$ cat src/design/rv_pkg.sv
`default_nettype none

package rv_pkg;

  localparam int XLEN = 32;

  typedef logic [XLEN-1:0] xlen_t;
  typedef logic [31:0] insn_t;
  typedef logic [4:0] reg_idx_t;
  typedef logic [6:0] opcode_t;

  localparam xlen_t INSN_BYTES = 32'd4;

  // Base opcodes kept by this core
  localparam opcode_t OPCODE_LUI     = 7'b01_101_11;
  localparam opcode_t OPCODE_AUIPC   = 7'b00_101_11;
  localparam opcode_t OPCODE_REG_IMM = 7'b00_100_11;
  localparam opcode_t OPCODE_REG_REG = 7'b01_100_11;
  localparam opcode_t OPCODE_BRANCH  = 7'b11_000_11;
  localparam opcode_t OPCODE_JAL     = 7'b11_011_11;
  localparam opcode_t OPCODE_JALR    = 7'b11_001_11;
  localparam opcode_t OPCODE_ENVIRON = 7'b11_100_11;

  // Selects SUB and the arithmetic right shifts
  localparam logic [6:0] FUNCT7_ALT = 7'b0100000;

  localparam logic [2:0] FUNCT3_ADD_SUB = 3'b000;
  localparam logic [2:0] FUNCT3_SLL     = 3'b001;
  localparam logic [2:0] FUNCT3_SLT     = 3'b010;
  localparam logic [2:0] FUNCT3_SLTU    = 3'b011;
  localparam logic [2:0] FUNCT3_XOR     = 3'b100;
  localparam logic [2:0] FUNCT3_SRL_SRA = 3'b101;
  localparam logic [2:0] FUNCT3_OR      = 3'b110;
  localparam logic [2:0] FUNCT3_AND     = 3'b111;

  localparam logic [2:0] FUNCT3_BEQ  = 3'b000;
  localparam logic [2:0] FUNCT3_BNE  = 3'b001;
  localparam logic [2:0] FUNCT3_BLT  = 3'b100;
  localparam logic [2:0] FUNCT3_BGE  = 3'b101;
  localparam logic [2:0] FUNCT3_BLTU = 3'b110;
  localparam logic [2:0] FUNCT3_BGEU = 3'b111;

  typedef enum logic [3:0] {
    ALU_ADD, ALU_SUB, ALU_SLL, ALU_SLT, ALU_SLTU, ALU_XOR, ALU_SRL,
    ALU_SRA, ALU_OR, ALU_AND, ALU_PASS_IMM, ALU_PC_IMM, ALU_LINK
  } alu_op_e;

  typedef enum logic [3:0] {
    BR_NONE, BR_EQ, BR_NE, BR_LT, BR_GE, BR_LTU, BR_GEU, BR_JAL, BR_JALR
  } branch_op_e;

  // What occupies writeback in a given cycle
  typedef enum logic [2:0] {
    CYCLE_INVALID      = 3'd0,
    CYCLE_RESET        = 3'd1,
    CYCLE_NO_STALL     = 3'd2,
    CYCLE_TAKEN_BRANCH = 3'd4
  } cycle_status_e;

endpackage

`default_nettype wire

$ cat src/design/reg_file.sv
`default_nettype none

module reg_file import rv_pkg::*; (
  input  logic     clk,
  input  logic     rst,
  input  logic     i_we,
  input  reg_idx_t i_rd,
  input  xlen_t    i_rd_data,
  input  reg_idx_t i_rs1,
  input  reg_idx_t i_rs2,
  output xlen_t    o_rs1_data,
  output xlen_t    o_rs2_data
);

  xlen_t regs [32];

  always_ff @(posedge clk) begin
    if (rst) begin
      for (int i = 0; i < 32; i++) begin
        regs[i] <= '0;
      end
    end else if (i_we) begin
      regs[i_rd] <= i_rd_data;
    end
  end

  // x0 reads as zero whatever the array holds
  assign o_rs1_data = (i_rs1 == '0) ? '0 : regs[i_rs1];
  assign o_rs2_data = (i_rs2 == '0) ? '0 : regs[i_rs2];

  // Decode never lets a write reach x0, so its storage stays zero
  assert property (@(posedge clk) disable iff (rst) regs[0] == '0);

endmodule

`default_nettype wire

$ cat src/design/decode_stage.sv
`default_nettype none

module decode_stage import rv_pkg::*; (
  input  logic          clk,
  input  logic          rst,
  input  xlen_t         i_pc,
  input  insn_t         i_insn,
  input  logic          i_flush,
  input  logic          i_wb_we,
  input  reg_idx_t      i_wb_rd,
  input  xlen_t         i_wb_data,
  output xlen_t         o_pc,
  output insn_t         o_insn,
  output cycle_status_e o_status,
  output reg_idx_t      o_rs1,
  output reg_idx_t      o_rs2,
  output reg_idx_t      o_rd,
  output xlen_t         o_rs1_data,
  output xlen_t         o_rs2_data,
  output xlen_t         o_imm,
  output alu_op_e       o_alu_op,
  output branch_op_e    o_branch_op,
  output logic          o_we,
  output logic          o_halt
);

  opcode_t    opcode;
  logic [2:0] funct3;
  logic [6:0] funct7;
  logic       alt;
  logic       imm_ok;
  logic       reg_ok;
  logic       valid;
  logic       writes_rd;
  xlen_t      imm_i, imm_b, imm_j, imm_u;
  xlen_t      rf_rs1_data, rf_rs2_data;

  function automatic alu_op_e alu_op_for(logic [2:0] f3, logic sub_or_sra);
    case (f3)
      FUNCT3_ADD_SUB: alu_op_for = sub_or_sra ? ALU_SUB : ALU_ADD;
      FUNCT3_SLL:     alu_op_for = ALU_SLL;
      FUNCT3_SLT:     alu_op_for = ALU_SLT;
      FUNCT3_SLTU:    alu_op_for = ALU_SLTU;
      FUNCT3_XOR:     alu_op_for = ALU_XOR;
      FUNCT3_SRL_SRA: alu_op_for = sub_or_sra ? ALU_SRA : ALU_SRL;
      FUNCT3_OR:      alu_op_for = ALU_OR;
      FUNCT3_AND:     alu_op_for = ALU_AND;
      default:        alu_op_for = ALU_ADD;
    endcase
  endfunction

  // Decode register, a squash leaves a bubble behind
  always_ff @(posedge clk) begin
    if (rst || i_flush) begin
      o_pc     <= '0;
      o_insn   <= '0;
      o_status <= rst ? CYCLE_RESET : CYCLE_TAKEN_BRANCH;
    end else begin
      o_pc     <= i_pc;
      o_insn   <= i_insn;
      o_status <= CYCLE_NO_STALL;
    end
  end

  assign opcode = o_insn[6:0];
  assign funct3 = o_insn[14:12];
  assign funct7 = o_insn[31:25];
  assign o_rd   = o_insn[11:7];
  assign o_rs1  = o_insn[19:15];
  assign o_rs2  = o_insn[24:20];

  assign imm_i = {{20{o_insn[31]}}, o_insn[31:20]};
  assign imm_b = {{19{o_insn[31]}}, o_insn[31], o_insn[7], o_insn[30:25], o_insn[11:8], 1'b0};
  assign imm_j = {{11{o_insn[31]}}, o_insn[31], o_insn[19:12], o_insn[20], o_insn[30:21], 1'b0};
  assign imm_u = {o_insn[31:12], 12'b0};

  // Shift encodings only allow a zero or alternate funct7
  assign alt    = (funct7 == FUNCT7_ALT);
  assign imm_ok = (funct3 == FUNCT3_SLL) ? (funct7 == '0) :
                  (funct3 == FUNCT3_SRL_SRA) ? (funct7 == '0 || alt) : 1'b1;
  assign reg_ok = (funct7 == '0) ||
                  (alt && (funct3 == FUNCT3_ADD_SUB || funct3 == FUNCT3_SRL_SRA));

  always_comb begin
    valid       = 1'b1;
    writes_rd   = 1'b0;
    o_halt      = 1'b0;
    o_imm       = imm_i;
    o_alu_op    = ALU_ADD;
    o_branch_op = BR_NONE;
    case (opcode)
      OPCODE_LUI: begin
        o_imm     = imm_u;
        o_alu_op  = ALU_PASS_IMM;
        writes_rd = 1'b1;
      end
      OPCODE_AUIPC: begin
        o_imm     = imm_u;
        o_alu_op  = ALU_PC_IMM;
        writes_rd = 1'b1;
      end
      OPCODE_REG_IMM: begin
        o_alu_op  = alu_op_for(funct3, alt && funct3 == FUNCT3_SRL_SRA);
        writes_rd = 1'b1;
        valid     = imm_ok;
      end
      OPCODE_REG_REG: begin
        o_alu_op  = alu_op_for(funct3, alt);
        writes_rd = 1'b1;
        valid     = reg_ok;
      end
      OPCODE_BRANCH: begin
        o_imm = imm_b;
        case (funct3)
          FUNCT3_BEQ:  o_branch_op = BR_EQ;
          FUNCT3_BNE:  o_branch_op = BR_NE;
          FUNCT3_BLT:  o_branch_op = BR_LT;
          FUNCT3_BGE:  o_branch_op = BR_GE;
          FUNCT3_BLTU: o_branch_op = BR_LTU;
          FUNCT3_BGEU: o_branch_op = BR_GEU;
          default:     valid = 1'b0;
        endcase
      end
      OPCODE_JAL: begin
        o_imm       = imm_j;
        o_alu_op    = ALU_LINK;
        o_branch_op = BR_JAL;
        writes_rd   = 1'b1;
      end
      OPCODE_JALR: begin
        o_alu_op    = ALU_LINK;
        o_branch_op = BR_JALR;
        writes_rd   = 1'b1;
        valid       = (funct3 == 3'b000);
      end
      OPCODE_ENVIRON: begin
        // Only ECALL, which halts the core
        o_halt = (o_insn[31:7] == '0);
        valid  = o_halt;
      end
      default: valid = 1'b0;
    endcase
    if (!valid) begin
      writes_rd   = 1'b0;
      o_branch_op = BR_NONE;
    end
  end

  assign o_we = writes_rd && (o_rd != '0);

  reg_file i_reg_file (
    .clk        (clk),
    .rst        (rst),
    .i_we       (i_wb_we),
    .i_rd       (i_wb_rd),
    .i_rd_data  (i_wb_data),
    .i_rs1      (o_rs1),
    .i_rs2      (o_rs2),
    .o_rs1_data (rf_rs1_data),
    .o_rs2_data (rf_rs2_data)
  );

  // WD bypass, the register file is written at the end of this cycle
  assign o_rs1_data = (i_wb_we && i_wb_rd == o_rs1) ? i_wb_data : rf_rs1_data;
  assign o_rs2_data = (i_wb_we && i_wb_rd == o_rs2) ? i_wb_data : rf_rs2_data;

endmodule

`default_nettype wire

$ cat src/design/execute_stage.sv
`default_nettype none

module execute_stage import rv_pkg::*; (
  input  logic          clk,
  input  logic          rst,
  input  logic          i_flush,
  input  xlen_t         i_pc,
  input  insn_t         i_insn,
  input  cycle_status_e i_status,
  input  reg_idx_t      i_rs1,
  input  reg_idx_t      i_rs2,
  input  reg_idx_t      i_rd,
  input  xlen_t         i_rs1_data,
  input  xlen_t         i_rs2_data,
  input  xlen_t         i_imm,
  input  alu_op_e       i_alu_op,
  input  branch_op_e    i_branch_op,
  input  logic          i_we,
  input  logic          i_halt,
  input  logic          i_mem_we,
  input  reg_idx_t      i_mem_rd,
  input  xlen_t         i_mem_data,
  input  logic          i_wb_we,
  input  reg_idx_t      i_wb_rd,
  input  xlen_t         i_wb_data,
  output xlen_t         o_pc,
  output insn_t         o_insn,
  output cycle_status_e o_status,
  output reg_idx_t      o_rd,
  output xlen_t         o_result,
  output logic          o_we,
  output logic          o_halt,
  output logic          o_redirect,
  output xlen_t         o_redirect_pc
);

  alu_op_e    alu_op;
  branch_op_e branch_op;
  reg_idx_t   rs1, rs2;
  xlen_t      rs1_data, rs2_data, imm;
  xlen_t      op_a, op_rs2, op_b;
  xlen_t      pc_target, jalr_sum;
  logic [4:0] shamt;

  function automatic xlen_t bypass(
    reg_idx_t idx,
    xlen_t    rf_val,
    logic     mem_we,
    reg_idx_t mem_rd,
    xlen_t    mem_val,
    logic     wb_we,
    reg_idx_t wb_rd,
    xlen_t    wb_val
  );
    // The younger producer in memory wins over writeback
    if (mem_we && mem_rd == idx) begin
      bypass = mem_val;
    end else if (wb_we && wb_rd == idx) begin
      bypass = wb_val;
    end else begin
      bypass = rf_val;
    end
  endfunction

  always_ff @(posedge clk) begin
    if (rst || i_flush) begin
      o_pc      <= '0;
      o_insn    <= '0;
      o_status  <= rst ? CYCLE_RESET : CYCLE_TAKEN_BRANCH;
      alu_op    <= ALU_ADD;
      branch_op <= BR_NONE;
      o_we      <= 1'b0;
      o_halt    <= 1'b0;
    end else begin
      o_pc      <= i_pc;
      o_insn    <= i_insn;
      o_status  <= i_status;
      alu_op    <= i_alu_op;
      branch_op <= i_branch_op;
      o_we      <= i_we;
      o_halt    <= i_halt;
    end
  end

  // Operand payload, meaningless while o_we and branch_op are cleared
  always_ff @(posedge clk) begin
    rs1      <= i_rs1;
    rs2      <= i_rs2;
    o_rd     <= i_rd;
    rs1_data <= i_rs1_data;
    rs2_data <= i_rs2_data;
    imm      <= i_imm;
  end

  assign op_a   = bypass(rs1, rs1_data, i_mem_we, i_mem_rd, i_mem_data,
                         i_wb_we, i_wb_rd, i_wb_data);
  assign op_rs2 = bypass(rs2, rs2_data, i_mem_we, i_mem_rd, i_mem_data,
                         i_wb_we, i_wb_rd, i_wb_data);
  assign op_b   = (o_insn[6:0] == OPCODE_REG_REG) ? op_rs2 : imm;
  assign shamt  = op_b[4:0];

  assign pc_target = o_pc + imm;
  assign jalr_sum  = op_a + imm;

  always_comb begin
    case (alu_op)
      ALU_ADD:      o_result = op_a + op_b;
      ALU_SUB:      o_result = op_a - op_b;
      ALU_SLL:      o_result = op_a << shamt;
      ALU_SLT:      o_result = xlen_t'($signed(op_a) < $signed(op_b));
      ALU_SLTU:     o_result = xlen_t'(op_a < op_b);
      ALU_XOR:      o_result = op_a ^ op_b;
      ALU_SRL:      o_result = op_a >> shamt;
      ALU_SRA:      o_result = $signed(op_a) >>> shamt;
      ALU_OR:       o_result = op_a | op_b;
      ALU_AND:      o_result = op_a & op_b;
      ALU_PASS_IMM: o_result = imm;
      ALU_PC_IMM:   o_result = pc_target;
      ALU_LINK:     o_result = o_pc + INSN_BYTES;
      default:      o_result = '0;
    endcase
  end

  always_comb begin
    case (branch_op)
      BR_EQ:   o_redirect = (op_a == op_rs2);
      BR_NE:   o_redirect = (op_a != op_rs2);
      BR_LT:   o_redirect = ($signed(op_a) < $signed(op_rs2));
      BR_GE:   o_redirect = ($signed(op_a) >= $signed(op_rs2));
      BR_LTU:  o_redirect = (op_a < op_rs2);
      BR_GEU:  o_redirect = (op_a >= op_rs2);
      BR_JAL:  o_redirect = 1'b1;
      BR_JALR: o_redirect = 1'b1;
      default: o_redirect = 1'b0;
    endcase
  end

  assign o_redirect_pc = (branch_op == BR_JALR) ? {jalr_sum[31:1], 1'b0} : pc_target;

  // Fetch has no way to handle a misaligned target
  assert property (@(posedge clk) disable iff (rst) o_redirect |-> o_redirect_pc[1:0] == 2'b00);

endmodule

`default_nettype wire

$ cat src/design/pipe_core.sv
`default_nettype none

module pipe_core import rv_pkg::*; #(
  parameter xlen_t RESET_PC = 32'h0000_0000
) (
  input  logic          clk,
  input  logic          rst,
  output xlen_t         o_pc,
  input  insn_t         i_insn,
  output logic          o_halt,
  output xlen_t         o_wb_pc,
  output insn_t         o_wb_insn,
  output cycle_status_e o_wb_status,
  output logic          o_wb_we,
  output reg_idx_t      o_wb_rd,
  output xlen_t         o_wb_data
);

  logic          redirect;
  xlen_t         redirect_pc;
  logic          halt_seen;

  xlen_t         d_pc, d_imm, d_rs1_data, d_rs2_data;
  insn_t         d_insn;
  cycle_status_e d_status;
  reg_idx_t      d_rs1, d_rs2, d_rd;
  alu_op_e       d_alu_op;
  branch_op_e    d_branch_op;
  logic          d_we, d_halt;

  xlen_t         x_pc, x_result;
  insn_t         x_insn;
  cycle_status_e x_status;
  reg_idx_t      x_rd;
  logic          x_we, x_halt;

  xlen_t         m_pc, m_data;
  insn_t         m_insn;
  cycle_status_e m_status;
  reg_idx_t      m_rd;
  logic          m_we, m_halt;

  // Fetch
  always_ff @(posedge clk) begin
    if (rst) begin
      o_pc <= RESET_PC;
    end else begin
      o_pc <= redirect ? redirect_pc : o_pc + INSN_BYTES;
    end
  end

  decode_stage i_decode (
    .clk         (clk),
    .rst         (rst),
    .i_pc        (o_pc),
    .i_insn      (i_insn),
    .i_flush     (redirect),
    .i_wb_we     (o_wb_we),
    .i_wb_rd     (o_wb_rd),
    .i_wb_data   (o_wb_data),
    .o_pc        (d_pc),
    .o_insn      (d_insn),
    .o_status    (d_status),
    .o_rs1       (d_rs1),
    .o_rs2       (d_rs2),
    .o_rd        (d_rd),
    .o_rs1_data  (d_rs1_data),
    .o_rs2_data  (d_rs2_data),
    .o_imm       (d_imm),
    .o_alu_op    (d_alu_op),
    .o_branch_op (d_branch_op),
    .o_we        (d_we),
    .o_halt      (d_halt)
  );

  execute_stage i_execute (
    .clk (clk), .rst (rst), .i_flush (redirect),
    .i_pc (d_pc), .i_insn (d_insn), .i_status (d_status),
    .i_rs1 (d_rs1), .i_rs2 (d_rs2), .i_rd (d_rd),
    .i_rs1_data (d_rs1_data), .i_rs2_data (d_rs2_data), .i_imm (d_imm),
    .i_alu_op (d_alu_op), .i_branch_op (d_branch_op), .i_we (d_we), .i_halt (d_halt),
    .i_mem_we (m_we), .i_mem_rd (m_rd), .i_mem_data (m_data),
    .i_wb_we (o_wb_we), .i_wb_rd (o_wb_rd), .i_wb_data (o_wb_data),
    .o_pc (x_pc), .o_insn (x_insn), .o_status (x_status),
    .o_rd (x_rd), .o_result (x_result), .o_we (x_we), .o_halt (x_halt),
    .o_redirect (redirect), .o_redirect_pc (redirect_pc)
  );

  // Memory stage kept as the MX bypass point
  always_ff @(posedge clk) begin
    if (rst) begin
      m_pc      <= '0;
      m_insn    <= '0;
      m_status  <= CYCLE_RESET;
      m_we      <= 1'b0;
      m_halt    <= 1'b0;
      halt_seen <= 1'b0;
    end else begin
      m_pc      <= x_pc;
      m_insn    <= x_insn;
      m_status  <= x_status;
      // Anything younger than an ECALL must not retire a write
      m_we      <= x_we && !halt_seen;
      m_halt    <= x_halt;
      halt_seen <= halt_seen || x_halt;
    end
  end

  always_ff @(posedge clk) begin
    m_rd   <= x_rd;
    m_data <= x_result;
  end

  // Writeback drives the register file port and the trace
  always_ff @(posedge clk) begin
    if (rst) begin
      o_wb_pc     <= '0;
      o_wb_insn   <= '0;
      o_wb_status <= CYCLE_RESET;
      o_wb_we     <= 1'b0;
      o_halt      <= 1'b0;
    end else begin
      o_wb_pc     <= m_pc;
      o_wb_insn   <= m_insn;
      o_wb_status <= m_status;
      o_wb_we     <= m_we;
      o_halt      <= o_halt || m_halt;
    end
  end

  always_ff @(posedge clk) begin
    o_wb_rd   <= m_rd;
    o_wb_data <= m_data;
  end

endmodule

`default_nettype wire

$ cat config.mk
export PLATFORM = sky130hd
export DESIGN_NAME = pipe_core
export DESIGN_NICKNAME = d
export VERILOG_FILES = /design/src/design/rv_pkg.sv /design/src/design/reg_file.sv /design/src/design/decode_stage.sv /design/src/design/execute_stage.sv /design/src/design/pipe_core.sv
export SDC_FILE = /design/constraint.sdc
export NUM_CORES = 2
export LEC_CHECK = 0
export ABC_AREA = 1
export BUFFER_PORTS_ARGS = -buffer_cell sky130_fd_sc_hd__buf_2
export CORE_ASPECT_RATIO = 0.6
export CORE_MARGIN = 8
export CORE_UTILIZATION = 27
export DETAILED_ROUTE_END_ITERATION = 6
export PLACE_DENSITY = 0.43
export SETUP_SLACK_MARGIN = 0.4
export SYNTH_ARGS = -nofsm -noshare
export SYNTH_HDL_FRONTEND = slang
export SYNTH_SLANG_ARGS = --single-unit
$ cat constraint.sdc
create_clock -name clk -period 4.86 [get_ports clk]
set_input_delay 0.972 -clock clk [delete_from_list [all_inputs] [get_ports clk]]
set_output_delay 0.972 -clock clk [all_outputs]
set_load 0.01 [all_outputs]
# Word-level counts from Yosys, hierarchy flattened
# Memories as Yosys holds them, arrays and structs flattened. A register that Yosys moved wholly into a read port is not among the register bits.
# Index checks and enable logic that the tools add are counted.
totals:
  word_cells: 172
  mem_bits_rw: 1024
  memories: 1
  out_inout_bits: 138
  register_bits: 500
  in_bits: 34
op_classes:
  n_shift: 3
  n_eq_ne: 45
  bitwise_logic: 5
  muxes: 41
  addsub: 6
  reduce_logical: 33
  order_cmp: 6
memory_table:
  columns: ["memory", "words", "word_bits", "rd", "rd_clocked_by_memory_dff", "wr", "line_no", "rtl"]
  rows:
  - ["i_decode.i_reg_file.regs", 32, 32, 2, 2, 32, "reg_file.sv:15", "xlen_t regs [32];"]
ops:
  columns: ["cell", "n"]
  rows:
  - ["$pmux 32 s13", 1]
  - ["$mux 32", 12]
  - ["$lt 32x32->1", 4]
  - ["$add 32x32->32", 3]
  - ["$pmux 31 s3", 1]
  - ["$add 32x3->32 const B", 2]
  - ["$ge 32x32->1", 2]
  - ["$pmux 4 s8", 2]
  - ["$and 32x32->32", 1]
  - ["$eq 32x32->1", 1]
  - ["$eq 4x3->1 const B", 8]
  - ["$ne 32x32->1", 1]
  - ["$or 32x32->32", 1]
  - ["$reduce_or 32->1", 1]
  - ["$shl 32x5->32", 1]
  - ["$shr 32x5->32", 1]
  - ["$sshr 32x5->32", 1]
  - ["$sub 32x32->32", 1]
  - ["$xor 32x32->32", 1]
  - ["$eq 5x5->1", 6]
  - ["$eq 7x6->1 const B", 4]
  - ["$eq 7x7->1 const B", 4]
  - ["$logic_not 25->1", 1]
  - ["$eq 4x4->1 const B", 6]
  - ["other kinds (26)", 73]

# Depth between registers and ports, before layout
logic_depth:
  word_depth: 8
  ltp_mapped: 31
  ltp_nobuf: 27

# Cells and area by module
# From an unflattened synthesis, not the netlist that was laid out.
hier_totals:
  cells_unflattened: 12400
  area_unflattened_um2: 90227.8
by_module_without_submodules:
  columns: ["module", "cells_per_inst", "area_per_inst_um2", "instances", "seq_area_each_um2"]
  rows:
  - ["reg_file", 7281, 57622.8, 1, 30749.5]
  - ["execute_stage", 3681, 21588.2, 1, 3763.6]
  - ["pipe_core", 851, 7395.8, 1, 4904.7]
  - ["decode_stage", 587, 3621.0, 1, 1341.3]

# Worst setup path after synthesis
# Ideal clock, no wire load.
synth_timing:
  kind: "register to register"
  start: "register o_wb_rd[4]"
  end: "register m_data[18]"
  slack_ns: 0.955
  stages_incl_launch_ff: 28
  period_less_slack_ns: 3.905
  path_buffers: 4
  setup_time_ns: 0.125
  arrival_time_ns: 3.781
  required_ns: 4.735
  path_cell_list: "dfxtp_1 -> buf_4 -> inv_2 -> nand2_1 -> nand2_1 -> nor2_2 -> nand3_4 -> buf_2 -> o211ai_2 -> nand3_1 -> o21ai_2 -> inv_2 -> buf_2 -> buf_1 -> ha_1 -> inv_1 -> nor2_1 -> a21oi_1 -> o21ai_0 -> a21oi_1 -> o21ai_0 -> nand2_1 -> nand2_1 -> a21oi_1 -> a21oi_1 -> nand2_1 -> inv_1 -> nand3_1"
synth_via:
  elab_chain_len: 7
  word_cells_on_any_way: 18
  classes_between: "add/sub: 2; eq/ne: 2; shift: 3; mux: 6; bitwise: 3; reduce/logical: 2"
synth_lines:
  columns: ["element", "line_no", "rtl"]
  rows:
  - ["from (decl)", "pipe_core.sv:15", "output reg_idx_t o_wb_rd,"]
  - ["from (signal assigned)", "pipe_core.sv:132", "o_wb_rd <= m_rd;"]
  - ["$eq 5x5->1", "execute_stage.sv:58", "end else if (wb_we && wb_rd == idx) begin"]
  - ["$logic_and 1x1->1", "execute_stage.sv:58", null]
  - ["$mux 32", "execute_stage.sv:58", null]
  - ["$mux 32", "execute_stage.sv:56", "if (mem_we && mem_rd == idx) begin"]
  - ["$mux 32", "execute_stage.sv:99", "assign op_b = (o_insn[6:0] == OPCODE_REG_REG) ? op_rs2 : imm;"]
  - ["$sub 32x32->32 (tied with other cells)", "execute_stage.sv:108", "ALU_SUB: o_result = op_a - op_b;"]
  - ["$pmux 32 s13 *", "execute_stage.sv:106", "case (alu_op)"]
  - ["named net i_execute.o_result[18]", "execute_stage.sv:30", "output xlen_t o_result,"]
  - ["to (signal assigned)", "pipe_core.sv:111", "m_data <= x_result;"]
  - ["to (decl)", "pipe_core.sv:37", "xlen_t m_pc, m_data;"]
# Mark *: on every way through the listed nets, which the timed path passes. The rest lies on a longest branch.
# A chain may end at the register's enable or synchronous reset.

# Worst setup path after layout
layout_timing:
  start: "register i_execute.imm[14]"
  end: "register m_data[25]"
layout_via:
  elab_chain_len: 3
  word_cells_on_any_way: 5
  classes_between: "add/sub: 3; mux: 2"
layout_lines:
  columns: ["element", "line_no", "rtl"]
  rows:
  - ["from (decl)", "execute_stage.sv:40", "xlen_t rs1_data, rs2_data, imm;"]
  - ["from (signal assigned)", "execute_stage.sv:92", "imm <= i_imm;"]
  - ["$mux 32", "execute_stage.sv:99", null]
  - ["$sub 32x32->32 / $add 32x32->32 (equally long branches)", "execute_stage.sv:108, execute_stage.sv:107", null]
  - ["$pmux 32 s13 *", "execute_stage.sv:106", null]
  - ["named net i_execute.o_result[25]", "execute_stage.sv:30", null]
# Marks and branches as above.

==> results.sh <==
export IMPL_outcome="finished, violations left"
export IMPL_violations="DRC"
export IMPL_tightestPinTransition_ns=1.36
export IMPL_slowest_stage="dfxtp_1"
export IMPL_die_w_um=742
export IMPL_place_congestion=1.03
export IMPL_crit_top_cell="nand2_1"
export IMPL_track_usage=0.287
export IMPL_synthCells=10900
export IMPL_drt_initial_drc_count=13400
export IMPL_start_kind="flip-flop"
export IMPL_initial_core_util=0.271
export IMPL_critical_path_required_ns=5.59
export IMPL_cap_violations=0
export IMPL_synth_seq_cells=1524
export IMPL_fin_setup_tns_ns=0
export IMPL_dp_cells=15400
export IMPL_grt_max_degree=133
export IMPL_vdd_drop_max_mv=0.349
export IMPL_maxSlewViolCount=0
export IMPL_grt_pass1_wl_um=679000
export IMPL_post_route_min_period_ns=4.53
export IMPL_dieArea_um2=335000
export IMPL_slew_headroom=0.0824
export IMPL_path_class="reg2reg"
export IMPL_grt_overflow_total=0
export IMPL_worstPathArrival_ns=5.26
export IMPL_setup_viol=0
export IMPL_crit_chain="ha_1, a21oi_1, o21ai_0, a21oi_1, o211ai_1, nand2_1, nand2_1, nand2_1, nand2_1, nand2_1, o2111ai_1, a21oi_1, nand2_1"
export IMPL_grt_pass1_vias=79300
export IMPL_p_total_mw=38.2
export IMPL_final_util=0.329
export IMPL_syn_to_final_growth_pct=21.8
export IMPL_whs_ns=0.298
export IMPL_hold_violations=0
export IMPL_drt_wirelength_per_cell_um=32.1
export IMPL_place_hpwl_um=369000
export IMPL_path_delay_family="compound AO/OA/AOI/OAI gates"
export IMPL_die_h_um=452
export IMPL_syn_nets=11200
export IMPL_fill_cells=33300
export IMPL_yosys_most_used_dff="edfxtp_1"
export IMPL_nNetsFinal=11700
export IMPL_dr_pass1_iters=7
export IMPL_finalNonFillerCells=15800
export IMPL_num_rows=160
export IMPL_min_path_type="in2reg"
export IMPL_grt_setup_unrepaired="true"
export IMPL_viasPerCell=5.56
export IMPL_drive_above_1_share=0.162
export IMPL_core_um2=316000
export IMPL_cts_max_level=4
export IMPL_ant_nets=0
export IMPL_yosys_warnings=0
export IMPL_cts_hold_buf=0
export IMPL_grt_antenna_before_repair=67
export IMPL_syn_area_um2=85400
export IMPL_port_buffer_count=171
export IMPL_critPathBufInv=0
export IMPL_avgSynthCellArea_um2=7.81
export IMPL_clkSlewWorstSetupHoldPaths_ns=0.07
export IMPL_skew_ns=0.0794
export IMPL_synth_cell_type_count=63
export IMPL_synth_edf_count=1024
export IMPL_clkSinkCount=1524
export IMPL_vias=87800
export IMPL_clockBufferDepth=4
export IMPL_power_density_nw_per_um2=367
export IMPL_period_share=0.931
export IMPL_power_leakage_nw=41.3
export IMPL_fmax_mhz=221
export IMPL_post_route_drc_count=8
export IMPL_cp_max_fo=4
export IMPL_io_pins=172
export IMPL_ctsRootBufferMaster="clkbuf_16"
export IMPL_cp_end_kind="flip-flop"
export IMPL_synthArstFlopShare=0
export IMPL_wl_um=507000
export IMPL_cts_buffers=170
export IMPL_clk_latency_ns=0.89
export IMPL_seq_area_frac_synth=0.477
export IMPL_critical_path_max_stage_delay_ns=1.13
export IMPL_cts_tree="yes"
## synthesized netlist by cell type (all sizes together), types with 42 or more instances
cell	n	area, um2
nor2	2026	7630
o21ai	1717	8610
nand2	1134	4300
edfxtp	1024	30700
inv	970	3640
a21oi	874	4370
nand3	793	4040
clkbuf	673	2530
dfxtp	500	10000
ha	192	2400
o211ai	187	1410
buf	141	742
o22ai	134	838
o221ai	93	815
nor3	71	370
nand4	63	394
xor2	52	455
clkinv	43	161
or2	42	263
## state kept, by name, indices dropped and copies added (netlist names), 4 cells and up
signal	cells
i_decode.o_pc	32
o_wb_pc	32
i_execute.o_insn	32
m_pc	32
i_decode.i_reg_file.regs	1024
m_rd	5
i_execute.branch_op	4
o_wb_data	32
i_execute.rs2_data	32
o_pc	32
o_wb_insn	32
i_execute.alu_op	4
o_wb_rd	5
i_execute.imm	32
i_execute.rs1_data	32
m_data	32
m_insn	32
i_execute.rs1	5
i_decode.o_insn	32
i_execute.rs2	5
i_execute.o_rd	5
i_execute.o_pc	32
## cell type report
cell class              count  area (um2)  share of cell area
well taps                4212        5270              0.0507
repair buffers           1125        9270              0.0891
diodes                     14        35.0            0.000337
flip-flops and latches   1524       40800               0.392
clock inverters            77         699             0.00672
multi-input cells        7591       39500               0.379
inverters                1013        3860              0.0371
clock buffers             216        4610              0.0443
## logic make-up (layout without fill, tap and decap cells)
family          count (synthesis)  count (layout)  synth area share
xor+xnor                       64              64           0.00656
fa+ha+maj                     196             196            0.0291
other cells                     0              14                 0
simple gates                 4179            4181             0.203
flops                        1524            1524             0.477
compound gates               3150            3150             0.201
buf+inv                      1827            2431            0.0828
## metal layers
layer / vias up / track usage / share of wire
li1: 38400 / - / -
met1: 43400 / 0.466 / 0.50
met2: 5447 / 0.348 / 0.35
met3: 571 / 0.101 / 0.14
met4: 12 / 0.0537 / 0.020
met5: - / 0 / 0.00016
## through the flow
stage          setup WS, ns  instance area [um2]
2_1_floorplan         0.955                85400
3_3_place_gp         -0.631                96000
3_5_place_dp         -0.625                96000
4_1_cts               0.336               102000
5_1_grt               0.281               104000
6_report              0.334               104000
## power by group
| group | total [mW] | internal (mW) | switching (mW) |
|---|---|---|---|
| clock network | 13.2 | 7.33 | 5.86 |
| registers | 15.1 | 14.4 | 0.742 |
| logic | 9.90 | 2.80 | 7.10 |
## layout by cell type, fill, tap and decap left out, drive strengths merged, types with 192 or more instances in the layout
| master | n |
|---|---|
| dfxtp | 500 |
| clkbuf | 230 |
| nand2 | 1136 |
| ha | 192 |
| o21ai | 1717 |
| nor2 | 2026 |
| nand3 | 793 |
| a21oi | 874 |
| inv | 979 |
| edfxtp | 1024 |
| buf | 1110 |
## worst reg2reg max path, cell delays in order (launching register included)
cell and delay, ns:
dfxtp_1 1.13, ha_1 0.47, a21oi_1 0.27, o21ai_0 0.16, a21oi_1 0.17, o211ai_1 0.32, nand2_1 0.20, nand2_1 0.17
nand2_1 0.12, nand2_1 0.08, nand2_1 0.33, o2111ai_1 0.57, a21oi_1 0.37, nand2_1 0.08
## timing repair
action | in CTS | in global routing
gates resized for setup | 140 | 420
pin swaps | 16 | 100
setup buffers | 8 | 49
gates cloned | 1 | 17
setup endpoints to repair | 201 | 202
## final timing paths
| check | startpoint | end | slack [ns] | depth (start not counted) |
|---|---|---|---|---|
| hold reg to reg | i_execute.o_rd[1] | m_rd[1] | 0.33 | 0 |
| setup / recovery | i_execute.imm[14] | m_data[25] | 0.33 | 13 |
| hold / removal | i_insn[20] | i_decode.o_insn[20] | 0.30 | 3 |
| setup reg to reg | i_execute.imm[14] | m_data[25] | 0.33 | 13 |
Note: power is estimated with default switching activity, not from simulation.
